<file path="src/common/ccu_params.svh">
//==========================================================================
// CCU build-time constants
// PE count, FIFO depths as address widths, APB register offsets
//==========================================================================
`ifndef CCU_PARAMS_SVH
`define CCU_PARAMS_SVH

// Number of PE blocks behind the controller
`define CCU_NUM_PEB     4

// FIFO address widths (depth is 2**AW)
`define CCU_CMD_AW      4
`define CCU_RES_AW      3

// APB address width and byte offsets of the register map
`define CCU_APB_AW      4
`define CCU_REG_CMD     4'h0
`define CCU_REG_CTRL    4'h4
`define CCU_REG_STATUS  4'h8
`define CCU_REG_RESULT  4'hC

`endif

</file>
<file path="src/common/ccu_pkg.sv">
//==========================================================================
// CCU shared types
// Command and result words, PE fields, accumulator, controller states
//==========================================================================
`include "ccu_params.svh"

package ccu_pkg;

    // Command word as written by the host
    // [31:30] PE index, [29:24] len, [23:16] reserved, [15:0] base
    typedef logic [31:0] cmd_t;

    // Result word popped by the host
    // [31:30] PE index, [29:0] sum
    typedef logic [31:0] result_t;

    // Accumulator, wraps modulo 2^30
    typedef logic [29:0] sum_t;

    // PE select, sized from the PE count
    typedef logic [$clog2(`CCU_NUM_PEB)-1:0] pe_idx_t;

    // Run length, 0 to 63 terms
    typedef logic [5:0] len_t;

    // First term of a run
    typedef logic [15:0] base_t;

    // Controller FSM
    typedef enum logic [1:0] {
        IDLE,
        ISSUE,
        DRAIN
    } ccu_state_t;

endpackage

</file>
<file path="src/common/pe_bus_if.sv">
//==========================================================================
// Link between the CCU controller and the PE array
// Single issue channel plus per-PE busy / done / sum / ack vectors
//==========================================================================
`include "ccu_params.svh"

interface pe_bus_if;

    // Issue channel, one command per cycle at most
    logic                                       issue_valid;
    ccu_pkg::pe_idx_t                           issue_pe;
    ccu_pkg::base_t                             issue_base;
    ccu_pkg::len_t                              issue_len;

    // Per-PE handshake
    logic [`CCU_NUM_PEB-1:0]                    ack;
    logic [`CCU_NUM_PEB-1:0]                    busy;
    logic [`CCU_NUM_PEB-1:0]                    done;
    ccu_pkg::sum_t [`CCU_NUM_PEB-1:0]           sum;

    // Controller side
    modport ctrl (
        output issue_valid, issue_pe, issue_base, issue_len, ack,
        input  busy, done, sum
    );

    // PE array side
    modport pe (
        input  issue_valid, issue_pe, issue_base, issue_len, ack,
        output busy, done, sum
    );

endinterface

</file>
<file path="src/hdl/sync_fifo.sv">
//==========================================================================
// Synchronous FIFO
// Circular buffer, pointers one bit wider than the address
// Show-ahead read port, overflow and underflow ignored
//==========================================================================
module sync_fifo #(
    parameter int DATA_W = 32,
    parameter int ADDR_W = 4
) (
    input  logic              clk,
    input  logic              rst_n,
    input  logic              push,
    input  logic              pop,
    input  logic [DATA_W-1:0] din,
    output logic [DATA_W-1:0] dout,
    output logic              empty,
    output logic              full
);

    localparam int DEPTH = 1 << ADDR_W;

    // Storage
    logic [DATA_W-1:0] mem [0:DEPTH-1];

    // Extra MSB tells a wrapped write pointer from an equal one
    logic [ADDR_W:0]   wr_ptr;
    logic [ADDR_W:0]   rd_ptr;

    logic              do_push;
    logic              do_pop;

    assign empty = (wr_ptr == rd_ptr);
    assign full  = (wr_ptr[ADDR_W] != rd_ptr[ADDR_W]) &&
                   (wr_ptr[ADDR_W-1:0] == rd_ptr[ADDR_W-1:0]);

    // Qualified requests
    assign do_push = push && !full;
    assign do_pop  = pop && !empty;

    // Head of queue, no pop needed
    assign dout = mem[rd_ptr[ADDR_W-1:0]];

    always_ff @(posedge clk) begin
        if (do_push) begin
            mem[wr_ptr[ADDR_W-1:0]] <= din;
        end
    end

    always_ff @(posedge clk or negedge rst_n) begin
        if (!rst_n) begin
            wr_ptr <= '0;
            rd_ptr <= '0;
        end else begin
            if (do_push) begin
                wr_ptr <= wr_ptr + 1'b1;
            end
            if (do_pop) begin
                rd_ptr <= rd_ptr + 1'b1;
            end
        end
    end

endmodule

</file>
<file path="src/hdl/apb_cfg_regs.sv">
//==========================================================================
// APB register block of the CCU
// CMD push, CTRL start, STATUS readback, RESULT pop
// No wait states, error response on overflow and empty read
//==========================================================================
`include "ccu_params.svh"

module apb_cfg_regs (
    input  logic                   clk,
    input  logic                   rst_n,
    // APB slave
    input  logic                   psel,
    input  logic                   penable,
    input  logic                   pwrite,
    input  logic [`CCU_APB_AW-1:0] paddr,
    input  logic [31:0]            pwdata,
    output logic [31:0]            prdata,
    output logic                   pready,
    output logic                   pslverr,
    // Command FIFO write side
    output logic                   cmd_push,
    output ccu_pkg::cmd_t          cmd_wdata,
    input  logic                   cmd_full,
    // Result FIFO read side
    output logic                   res_pop,
    input  ccu_pkg::result_t       res_rdata,
    input  logic                   res_empty,
    // Controller
    output logic                   start,
    input  logic                   busy,
    input  logic                   done
);

    logic wr_acc;
    logic rd_acc;
    logic start_req;

    // Access phase decode
    assign wr_acc = psel && penable && pwrite;
    assign rd_acc = psel && penable && !pwrite;

    assign pready = 1'b1;

    // Command push, dropped when the FIFO is full
    assign cmd_push  = wr_acc && (paddr == `CCU_REG_CMD) && !cmd_full;
    assign cmd_wdata = pwdata;

    // Result pop in the same access cycle as the read
    assign res_pop = rd_acc && (paddr == `CCU_REG_RESULT) && !res_empty;

    // Error response
    assign pslverr = (wr_acc && (paddr == `CCU_REG_CMD) && cmd_full) ||
                     (rd_acc && (paddr == `CCU_REG_RESULT) && res_empty);

    // Start request, ignored while a batch runs
    assign start_req = wr_acc && (paddr == `CCU_REG_CTRL) && pwdata[0] && !busy;

    // One-cycle start pulse
    always_ff @(posedge clk or negedge rst_n) begin
        if (!rst_n) begin
            start <= 1'b0;
        end else begin
            start <= start_req;
        end
    end

    // Read mux
    always_comb begin
        prdata = '0;
        if (rd_acc) begin
            case (paddr)
                `CCU_REG_STATUS: prdata = {28'd0, res_empty, cmd_full, done, busy};
                `CCU_REG_RESULT: prdata = res_empty ? 32'd0 : res_rdata;
                default:         prdata = '0;
            endcase
        end
    end

endmodule

</file>
<file path="src/ccu/ccu_ctrl.sv">
//==========================================================================
// CCU controller
// IDLE / ISSUE / DRAIN FSM with strict in-order issue
// Lowest-index result arbiter and sticky done flag
//==========================================================================
`include "ccu_params.svh"

module ccu_ctrl (
    input  logic             clk,
    input  logic             rst_n,
    input  logic             start,
    output logic             busy,
    output logic             done,
    // Command FIFO read side
    input  ccu_pkg::cmd_t    cmd_rdata,
    input  logic             cmd_empty,
    output logic             cmd_pop,
    // Result FIFO write side
    output logic             res_push,
    output ccu_pkg::result_t res_wdata,
    input  logic             res_full,
    // PE array
    pe_bus_if.ctrl           bus
);

    ccu_pkg::ccu_state_t state;
    ccu_pkg::ccu_state_t state_nxt;
    ccu_pkg::pe_idx_t    head_pe;
    ccu_pkg::pe_idx_t    sel_idx;
    logic                sel_found;
    logic                issue_ok;
    logic                drain_done;

    //======================================================================
    // Issue path
    //======================================================================
    assign head_pe = cmd_rdata[31:30];

    // Head must wait for its own PE, keeps per-PE order
    assign issue_ok = (state == ccu_pkg::ISSUE) && !cmd_empty && !bus.busy[head_pe];

    assign bus.issue_valid = issue_ok;
    assign bus.issue_pe    = head_pe;
    assign bus.issue_len   = cmd_rdata[29:24];
    assign bus.issue_base  = cmd_rdata[15:0];
    assign cmd_pop         = issue_ok;

    // Nothing in flight and nothing waiting for the result FIFO
    assign drain_done = (bus.busy == '0) && (bus.done == '0);

    assign busy = (state != ccu_pkg::IDLE);

    //======================================================================
    // FSM
    //======================================================================
    always_comb begin
        state_nxt = state;
        case (state)
            ccu_pkg::IDLE: begin
                if (start) begin
                    state_nxt = ccu_pkg::ISSUE;
                end
            end
            ccu_pkg::ISSUE: begin
                if (cmd_empty) begin
                    state_nxt = ccu_pkg::DRAIN;
                end
            end
            ccu_pkg::DRAIN: begin
                if (drain_done) begin
                    state_nxt = ccu_pkg::IDLE;
                end
            end
            default: state_nxt = ccu_pkg::IDLE;
        endcase
    end

    always_ff @(posedge clk or negedge rst_n) begin
        if (!rst_n) begin
            state <= ccu_pkg::IDLE;
            done  <= 1'b0;
        end else begin
            state <= state_nxt;
            // Sticky until the next batch starts
            if (start) begin
                done <= 1'b0;
            end else if (state == ccu_pkg::DRAIN && drain_done) begin
                done <= 1'b1;
            end
        end
    end

    //======================================================================
    // Result collection, runs in every state
    //======================================================================
    always_comb begin
        sel_found = 1'b0;
        sel_idx   = '0;
        // Lowest index wins
        for (int i = 0; i < `CCU_NUM_PEB; i++) begin
            if (bus.done[i] && !sel_found) begin
                sel_found = 1'b1;
                sel_idx   = ccu_pkg::pe_idx_t'(i);
            end
        end
    end

    // Ack only when the result can be stored
    always_comb begin
        bus.ack = '0;
        if (sel_found && !res_full) begin
            bus.ack[sel_idx] = 1'b1;
        end
    end

    assign res_push  = sel_found && !res_full;
    assign res_wdata = {sel_idx, bus.sum[sel_idx]};

endmodule

</file>
<file path="src/ccu/pe_array.sv">
//==========================================================================
// PE array
// Accumulating PE blocks, one term per cycle
// Each block holds done with its sum until acked
//==========================================================================
`include "ccu_params.svh"

module pe_array (
    input  logic  clk,
    input  logic  rst_n,
    pe_bus_if.pe  bus
);

    for (genvar g = 0; g < `CCU_NUM_PEB; g++) begin : g_pe
        logic          load;
        logic          busy_q;
        logic          done_q;
        ccu_pkg::len_t remain;
        ccu_pkg::sum_t acc;
        ccu_pkg::sum_t term;

        // Issue addressed to this block
        assign load = bus.issue_valid && (bus.issue_pe == ccu_pkg::pe_idx_t'(g));

        // Control state
        always_ff @(posedge clk or negedge rst_n) begin
            if (!rst_n) begin
                busy_q <= 1'b0;
                done_q <= 1'b0;
                remain <= '0;
            end else if (load) begin
                busy_q <= 1'b1;
                done_q <= 1'b0;
                remain <= bus.issue_len;
            end else if (done_q) begin
                // Hold until the controller takes the sum
                if (bus.ack[g]) begin
                    busy_q <= 1'b0;
                    done_q <= 1'b0;
                end
            end else if (busy_q) begin
                if (remain != '0) begin
                    remain <= remain - 1'b1;
                end
                // Last term this cycle, or empty run
                if (remain <= ccu_pkg::len_t'(1)) begin
                    done_q <= 1'b1;
                end
            end
        end

        // Datapath
        always_ff @(posedge clk) begin
            if (load) begin
                acc  <= '0;
                term <= ccu_pkg::sum_t'(bus.issue_base);
            end else if (busy_q && !done_q && remain != '0) begin
                acc  <= acc + term;
                term <= term + 1'b1;
            end
        end

        assign bus.busy[g] = busy_q;
        assign bus.done[g] = done_q;
        assign bus.sum[g]  = acc;
    end

endmodule

</file>
<file path="src/hdl/ccu_top.sv">
//==========================================================================
// CCU top level
// APB register block, command and result FIFOs, controller, PE array
//==========================================================================
`include "ccu_params.svh"

module ccu_top (
    input  logic                   clk,
    input  logic                   rst_n,
    input  logic                   psel,
    input  logic                   penable,
    input  logic                   pwrite,
    input  logic [`CCU_APB_AW-1:0] paddr,
    input  logic [31:0]            pwdata,
    output logic [31:0]            prdata,
    output logic                   pready,
    output logic                   pslverr
);

    // Command path
    logic             cmd_push;
    logic             cmd_pop;
    logic             cmd_full;
    logic             cmd_empty;
    ccu_pkg::cmd_t    cmd_wdata;
    ccu_pkg::cmd_t    cmd_rdata;

    // Result path
    logic             res_push;
    logic             res_pop;
    logic             res_full;
    logic             res_empty;
    ccu_pkg::result_t res_wdata;
    ccu_pkg::result_t res_rdata;

    // Control
    logic             start;
    logic             busy;
    logic             done;

    pe_bus_if pe_bus ();

    apb_cfg_regs u_regs (
        .clk       (clk),
        .rst_n     (rst_n),
        .psel      (psel),
        .penable   (penable),
        .pwrite    (pwrite),
        .paddr     (paddr),
        .pwdata    (pwdata),
        .prdata    (prdata),
        .pready    (pready),
        .pslverr   (pslverr),
        .cmd_push  (cmd_push),
        .cmd_wdata (cmd_wdata),
        .cmd_full  (cmd_full),
        .res_pop   (res_pop),
        .res_rdata (res_rdata),
        .res_empty (res_empty),
        .start     (start),
        .busy      (busy),
        .done      (done)
    );

    sync_fifo #(.DATA_W(32), .ADDR_W(`CCU_CMD_AW)) cmd_fifo (
        .clk   (clk),
        .rst_n (rst_n),
        .push  (cmd_push),
        .pop   (cmd_pop),
        .din   (cmd_wdata),
        .dout  (cmd_rdata),
        .empty (cmd_empty),
        .full  (cmd_full)
    );

    sync_fifo #(.DATA_W(32), .ADDR_W(`CCU_RES_AW)) res_fifo (
        .clk   (clk),
        .rst_n (rst_n),
        .push  (res_push),
        .pop   (res_pop),
        .din   (res_wdata),
        .dout  (res_rdata),
        .empty (res_empty),
        .full  (res_full)
    );

    ccu_ctrl u_ctrl (
        .clk       (clk),
        .rst_n     (rst_n),
        .start     (start),
        .busy      (busy),
        .done      (done),
        .cmd_rdata (cmd_rdata),
        .cmd_empty (cmd_empty),
        .cmd_pop   (cmd_pop),
        .res_push  (res_push),
        .res_wdata (res_wdata),
        .res_full  (res_full),
        .bus       (pe_bus.ctrl)
    );

    pe_array u_pe_array (
        .clk   (clk),
        .rst_n (rst_n),
        .bus   (pe_bus.pe)
    );

endmodule

</file>
<file path="config.mk">
export PLATFORM = sky130hd
export DESIGN_NAME = ccu_top
export DESIGN_NICKNAME = d
export VERILOG_FILES = /design/src/common/ccu_pkg.sv /design/src/common/pe_bus_if.sv /design/src/hdl/sync_fifo.sv /design/src/hdl/apb_cfg_regs.sv /design/src/ccu/ccu_ctrl.sv /design/src/ccu/pe_array.sv /design/src/hdl/ccu_top.sv
export VERILOG_INCLUDE_DIRS = /design/src /design/src/common
export SDC_FILE = /design/constraint.sdc
export NUM_CORES = 2
export LEC_CHECK = 0
export ABC_AREA = 1
export CORE_MARGIN = 4
export CORE_UTILIZATION = 51
export DETAILED_ROUTE_END_ITERATION = 12
export DONT_BUFFER_PORTS = 1
export PLACE_DENSITY = 0.69
export SYNTH_ARGS = -nofsm -noshare
export SYNTH_HDL_FRONTEND = slang
export SYNTH_SLANG_ARGS = --single-unit
export TNS_END_PERCENT = 100
</file>
<file path="constraint.sdc">
create_clock -name clk -period 3.8 [get_ports clk]
set_input_delay 0.38 -clock clk [delete_from_list [all_inputs] [get_ports clk]]
set_output_delay 0.38 -clock clk [all_outputs]
set_load 0.02 [all_outputs]
</file>
* After elaboration in Yosys (flattened, before gate mapping)
Memory sizes are Yosys's and may differ from the RTL's.
Cells that the tools add are included.
** Storage, ports and cells
- Register bits after elaboration :: 294
- Memory bits (writable) :: 768
- Input bits :: 41
- Memories :: 2
** Operators by class
- Add/subtract/negate cells :: 16
- Order comparisons :: 7
- Equal/unequal tests :: 21
- Multiplexer cells :: 83
- Reduce and logical (&&, ||, !) cells :: 94
** Memories
- cmd_fifo.mem :: depth 16, width 32, read ports 1, clocked after Yosys merged registers in 0, write ports 1, line sync_fifo.sv:23 : logic [DATA_W-1:0] mem [0:DEPTH-1];
- res_fifo.mem :: depth 8, width 32, read ports 1, clocked after Yosys merged registers in 0, write ports 1, line sync_fifo.sv:23
** Operator list (count)
- two-way mux 16 bit :: 8
- adder 30 x 1 -> 30 bit, second input constant :: 4
- adder 30 bit :: 4
- two-way mux 6 bit :: 16
- two-way mux 32 bit :: 2
- one-hot mux 32 bit (2 select lines) :: 1
- binary-select mux 30 bit (select 2 bit) :: 1
- two-way mux 1 bit :: 45
- nonzero test 2 bit :: 22
- logical AND 1 bit :: 39
- two-way mux 30 bit :: 1
- <= comparator 6 x 1 -> 1 bit, second input constant :: 4
- nonzero test 6 bit :: 4
- subtractor 6 x 1 -> 6 bit, second input constant :: 4
- AND reduction 3 bit :: 5
- logical NOT 1 bit :: 14
- logical NOT 4 bit :: 3
- inequality test 2 x 1 -> 1 bit, second input constant :: 6
- adder 5 x 1 -> 5 bit, second input constant :: 2
- two-way mux 2 bit :: 5
- adder 4 x 1 -> 4 bit, second input constant :: 2
- == test 4 bit :: 2
- == test 4 bit, second input constant :: 2
- AND reduction 2 bit :: 4
- other kinds (15) :: 21

* Logic depth before layout (Yosys ltp)
- Depth after elaboration :: 18
- Gate-level depth with buffers :: 20

* By module
From an unflattened synthesis, not the netlist that was laid out.
** Second synthesis, totals
- Cells, all modules :: 6583
- Area, all modules :: 55574.6 µm²
** By module, submodules not included
- pe_array :: times used 1, cells an instance 3491, area each 21461.8 µm²
- sync_fifo (cmd_fifo) :: times used 1, cells an instance 1861, area each 21323.0 µm²
- sync_fifo (res_fifo) :: times used 1, cells an instance 811, area each 10533.9 µm²
- ccu_ctrl :: times used 1, cells an instance 279, area each 1438.9 µm²
- apb_cfg_regs :: times used 1, cells an instance 141, area each 817.0 µm²

* Least setup slack after synthesis
No wires, ideal clock.
- Path type :: register -> register
- From :: register res_fifo.rd_ptr[2]
- To :: memory res_fifo.mem[6][0], enable pin
- Arrival :: 3447 ps
- Data required time :: 3339 ps
- Setup slack :: -109 ps
- Stages on the path, launching flop included :: 9
- Clock period less this slack :: 3909 ps
- Cells stage by stage :: dfrtp_1 > clkbuf_1 > xnor2_1 > inv_1 > nor2_1 > nand2_1 > nand2_1 > or2_2 > nor3_1
** Between the ends
- Longest elaborated chain between the ends :: 7
** Ends and longest elaborated chain
- start, declared :: line sync_fifo.sv:27 : logic [ADDR_W:0] rd_ptr;
- start signal, assigned :: line sync_fifo.sv:58 : rd_ptr <= rd_ptr + 1'b1;
- == test 3 bit * :: line sync_fifo.sv:34 : (wr_ptr[ADDR_W-1:0] == rd_ptr[ADDR_W-1:0]);
- logical AND 1 bit * :: line sync_fifo.sv:33 : assign full = (wr_ptr[ADDR_W] != rd_ptr[ADDR_W]) &&
- logical NOT 1 bit * :: line sync_fifo.sv:37, ccu_ctrl.sv:116
- logical AND 1 bit :: line ccu_ctrl.sv:116 : assign res_push = sel_found && !res_full;
- logical AND 1 bit * :: line sync_fifo.sv:37 : assign do_push = push && !full;
- two-way mux 1 bit * :: line sync_fifo.sv:44 : if (do_push) begin
- two-way mux 1 bit (not written as such) * :: line sync_fifo.sv:45 : mem[wr_ptr[ADDR_W-1:0]] <= din;
- end, declared :: line sync_fifo.sv:23
Mark *: on every way between the ends. The rest lies on a longest branch, timed or not.

* Worst setup path in the final report
- From :: register cmd_fifo.rd_ptr[0]
- To :: output pslverr
** Between the ends
- Longest elaborated chain between the ends :: 4
** Ends and longest elaborated chain
- start, declared :: line sync_fifo.sv:27
- start signal, assigned :: line sync_fifo.sv:58
- == test 4 bit :: line sync_fifo.sv:34
- logical AND 1 bit :: line sync_fifo.sv:33
- logical AND 1 bit :: line apb_cfg_regs.sv:52 : assign pslverr = (wr_acc && (paddr == `CCU_REG_CMD) && cmd_full) ||
- logical OR 1 bit :: line apb_cfg_regs.sv:52
- end, declared :: line ccu_top.sv:17 : output logic pslverr
Every way passes these cells.

==> qor.yml <==
finalWeightedCongestion: 0.9457
stdcell_area_sq_um: 52110
clockBufferDepth: 3
maxSlewViolCount: 0
track_usage_pct: 25.90
syn_avg_cell_area_sq_um: 9.082
finalSetupViolCount: 0
grt_max_degree: 132
drtIter0Drc: 3441
coreArea_sq_um: 90560
tightest_slew_ps: 1002
grt_pass1_wl_um: 197800
synth.distinct_cells: 57
synth_nets: 5342
drtPass1Iterations: 6
crit_arrival_ps: 2950
power_leakage_nw: 21.04
cts_buffers: 96
avgRoutedWirePerCell_um: 19.85
clk_latency_ps: 700
antenna_found_initial: 4
initial_core_util_pct: 51.77
synth-edff-count: 704
max_freq_mhz: 300.5
ys_seq_area_share_pct: 55.49
layout_common_cells: "1045 x nand2_1, 704 x edfxtp_1, 696 x nor2_1, 491 x inv_1, 476 x o21ai_0"
max-vdd-ir-drop_mv: 0.7506
switching_share_pct: 42.62
critPathRequiredTime_ps: 3420
post_cts_buffers: 0
rsz0062_at_grt: "no"
boundaryPins: 75
relSlewSlack_pct: 33.11
clock-root-buffer: "clkbuf_16"
grt_pass1_vias: 34690
critical_path_class: "flip-flop to output port"
dpl_cell_area_sq_um: 48760
clkTransAtPathRegs_ps: 60
hold_viol: 0
die_w_um: 311.2
min_period_ps: 3327
nets: 5384
tns_ps: 0
final_core_util_pct: 57.54
syn_inst: 5162
multi_input_area_sq_um: 18250
netlist_area_sq_um: 46880
power_switching_w: 0.01856
dp_hpwl_um: 86720
io_buffers: 0
remaining_drc_errors: 0
cp_max_fo: 45
ys_ff_latch: 934
combPwrFrac_pct: 42.9
antenna-diode-count: 0
die_h_um: 311.2
antenna_left: 0
end_kind: "output port"
fill_cells: 7907
p_per_area_nw_per_um2: 835.5
cts_tree: "yes"
area.growth.synth_to_final_pct: 11.16
drv_cap: 0
grt_overflow: 0
p_clk_share_pct: 21.0
synth_ff_type: "edfxtp_1"
period_share_pct: 87.56
ff_latch_area_sq_um: 26030
p_int_w: 0.02498
seq_power_share_pct: 36.1
status: "completed"
synthArstFlopShare_pct: 5.782
fin_skew_ps: 34.35
via_count: 36540
dieArea_sq_um: 96840
critPathLaunchType: "flip-flop"
final_common_cell: "nand2_1"
yosysWarningCount: 0
cts_max_level: 3
clock_sinks: 934
p_total_w: 0.04354
vias_per_cell: 5.653
hold_class: "input port to flip-flop"
drive_above_1_share_pct: 6.694
wirelength_um: 128300
num_rows: 110
layer usage:
layer  GRT usage (%)  vias to the layer above  part of all wire (%)
met4           10.45                        4                   4.2
met5               0                        -                 0.022
met1           33.73                    17330                    42
li1                -                    17740                     -
met3           3.497                      249                   6.3
met2           43.99                     1214                    48
path summary, 6_finish.rpt:
check / to / slack [ps] / cells after the start / from
worst max-delay path: pslverr / 470 / 8 / cmd_fifo.rd_ptr[0]$_DFFE_PN0P_
worst min-delay path: res_fifo.rd_ptr[1]$_DFFE_PN0P_ / 100 / 5 / pwrite
worst max register to register: u_pe_array.g_pe[1].term[8]$_DFFE_PP_ / 520 / 14 / cmd_fifo.rd_ptr[0]$_DFFE_PN0P_
worst min register to register: u_ctrl.done$_DFFE_PN0P_ / 460 / 1 / u_regs.start$_DFF_PN0_
max in group asynchronous: cmd_fifo.rd_ptr[0]$_DFFE_PN0P_ / 3280 / 2 / rst_n
min in group asynchronous: u_regs.start$_DFF_PN0_ / 210 / 2 / rst_n
cells by family (layout without fill, tap and decap cells):
| group | after synthesis | after routing | share of synthesized area, % |
|---|---|---|---|
| AO/OA/AOI/OAI | 997 | 997 | 12.20 |
| buffers and inverters | 709 | 835 | 6.010 |
| flip-flops | 934 | 934 | 55.49 |
| other | 1 | 1 | 0.007999 |
| adder cells (fa/ha/maj) | 139 | 139 | 3.774 |
| XOR/XNOR | 163 | 163 | 3.045 |
| AND/OR/NAND/NOR | 2219 | 2219 | 19.47 |
power by group through the flow:
stage | Combinational (W) | Sequential (W) | Clock, W
2_1_floorplan | 0.0128 | 0.0151 | 0
3_3_place_gp | 0.0180 | 0.0158 | 0
3_5_place_dp | 0.0183 | 0.0159 | 0
4_1_cts | 0.0185 | 0.0157 | 0.00928
5_1_grt | 0.0208 | 0.0159 | 0.00974
6_report | 0.0187 | 0.0157 | 0.00914
critical path, cell delays in order (launching register included):
cell	delay, ps
dfrtp_4	690
inv_4	340
nand2_1	90
a21oi_1	130
and2_1	180
nand2_1	80
inv_1	320
nand2_1	100
o21ai_0	290
what timing repair did:
| action | in CTS | in global routing |
|---|---|---|
| endpoints found under the hold margin | 439 | 0 |
| resized for setup | 0 | 0 |
| hold buffers | 29 | 0 |
synthesized netlist by cell type (all sizes together) (14+ instances only):
library cell | instances | share of area [%]
dfxtp | 176 | 7.5
dfrtp | 54 | 2.9
nor2 | 722 | 5.8
or2 | 28 | 0.37
a21oi | 232 | 2.5
o21ai | 507 | 5.5
nor3 | 66 | 0.70
clkbuf | 147 | 1.2
nand4 | 61 | 0.83
nand2 | 1053 | 8.5
a22o | 14 | 0.26
o32ai | 62 | 1.2
buf | 61 | 0.81
edfxtp | 704 | 45
nand3b | 15 | 0.24
o221ai | 31 | 0.58
o211ai | 25 | 0.40
xnor2 | 46 | 0.86
nand3 | 253 | 2.7
inv | 500 | 4.0
o22ai | 70 | 0.93
xor2 | 117 | 2.2
ha | 135 | 3.6
area by class of cell:
cell class | instances | area share [%]
Clock buffer | 124 | 4.989
Clock inverter | 58 | 0.8643
Inverter | 501 | 3.616
Multi-Input combinational cell | 3519 | 35.01
Sequential cell | 934 | 49.95
Tap cell | 1176 | 2.823
Timing Repair Buffer | 152 | 2.747
per-stage QoR:
step | hold slack, ps | setup WS (ps) | std cells
2_1_floorplan | 84.41 | 768.2 | 5162
3_3_place_gp | 88.01 | 574.7 | 6253
3_5_place_dp | 87.69 | 560.2 | 6253
4_1_cts | 63.02 | 456.6 | 6464
5_1_grt | 89.88 | 249.3 | 6464
6_report | 99.60 | 472.7 | 6464
sequential cells by signal, indices dropped and copies added, names as in the netlist:
| name | count |
|---|---|
| u_ctrl.state | 2 |
| cmd_fifo.rd_ptr | 5 |
| res_fifo.rd_ptr | 4 |
| u_ctrl.done | 1 |
| res_fifo.wr_ptr | 4 |
| u_pe_array.g_pe.acc | 120 |
| cmd_fifo.wr_ptr | 5 |
| cmd_fifo.mem | 384 |
| u_regs.start | 1 |
| res_fifo.mem | 256 |
| u_pe_array.g_pe.done_q | 4 |
| u_pe_array.g_pe.busy_q | 4 |
| u_pe_array.g_pe.term | 120 |
| u_pe_array.g_pe.remain | 24 |
Power figures use the tool's default switching activity.
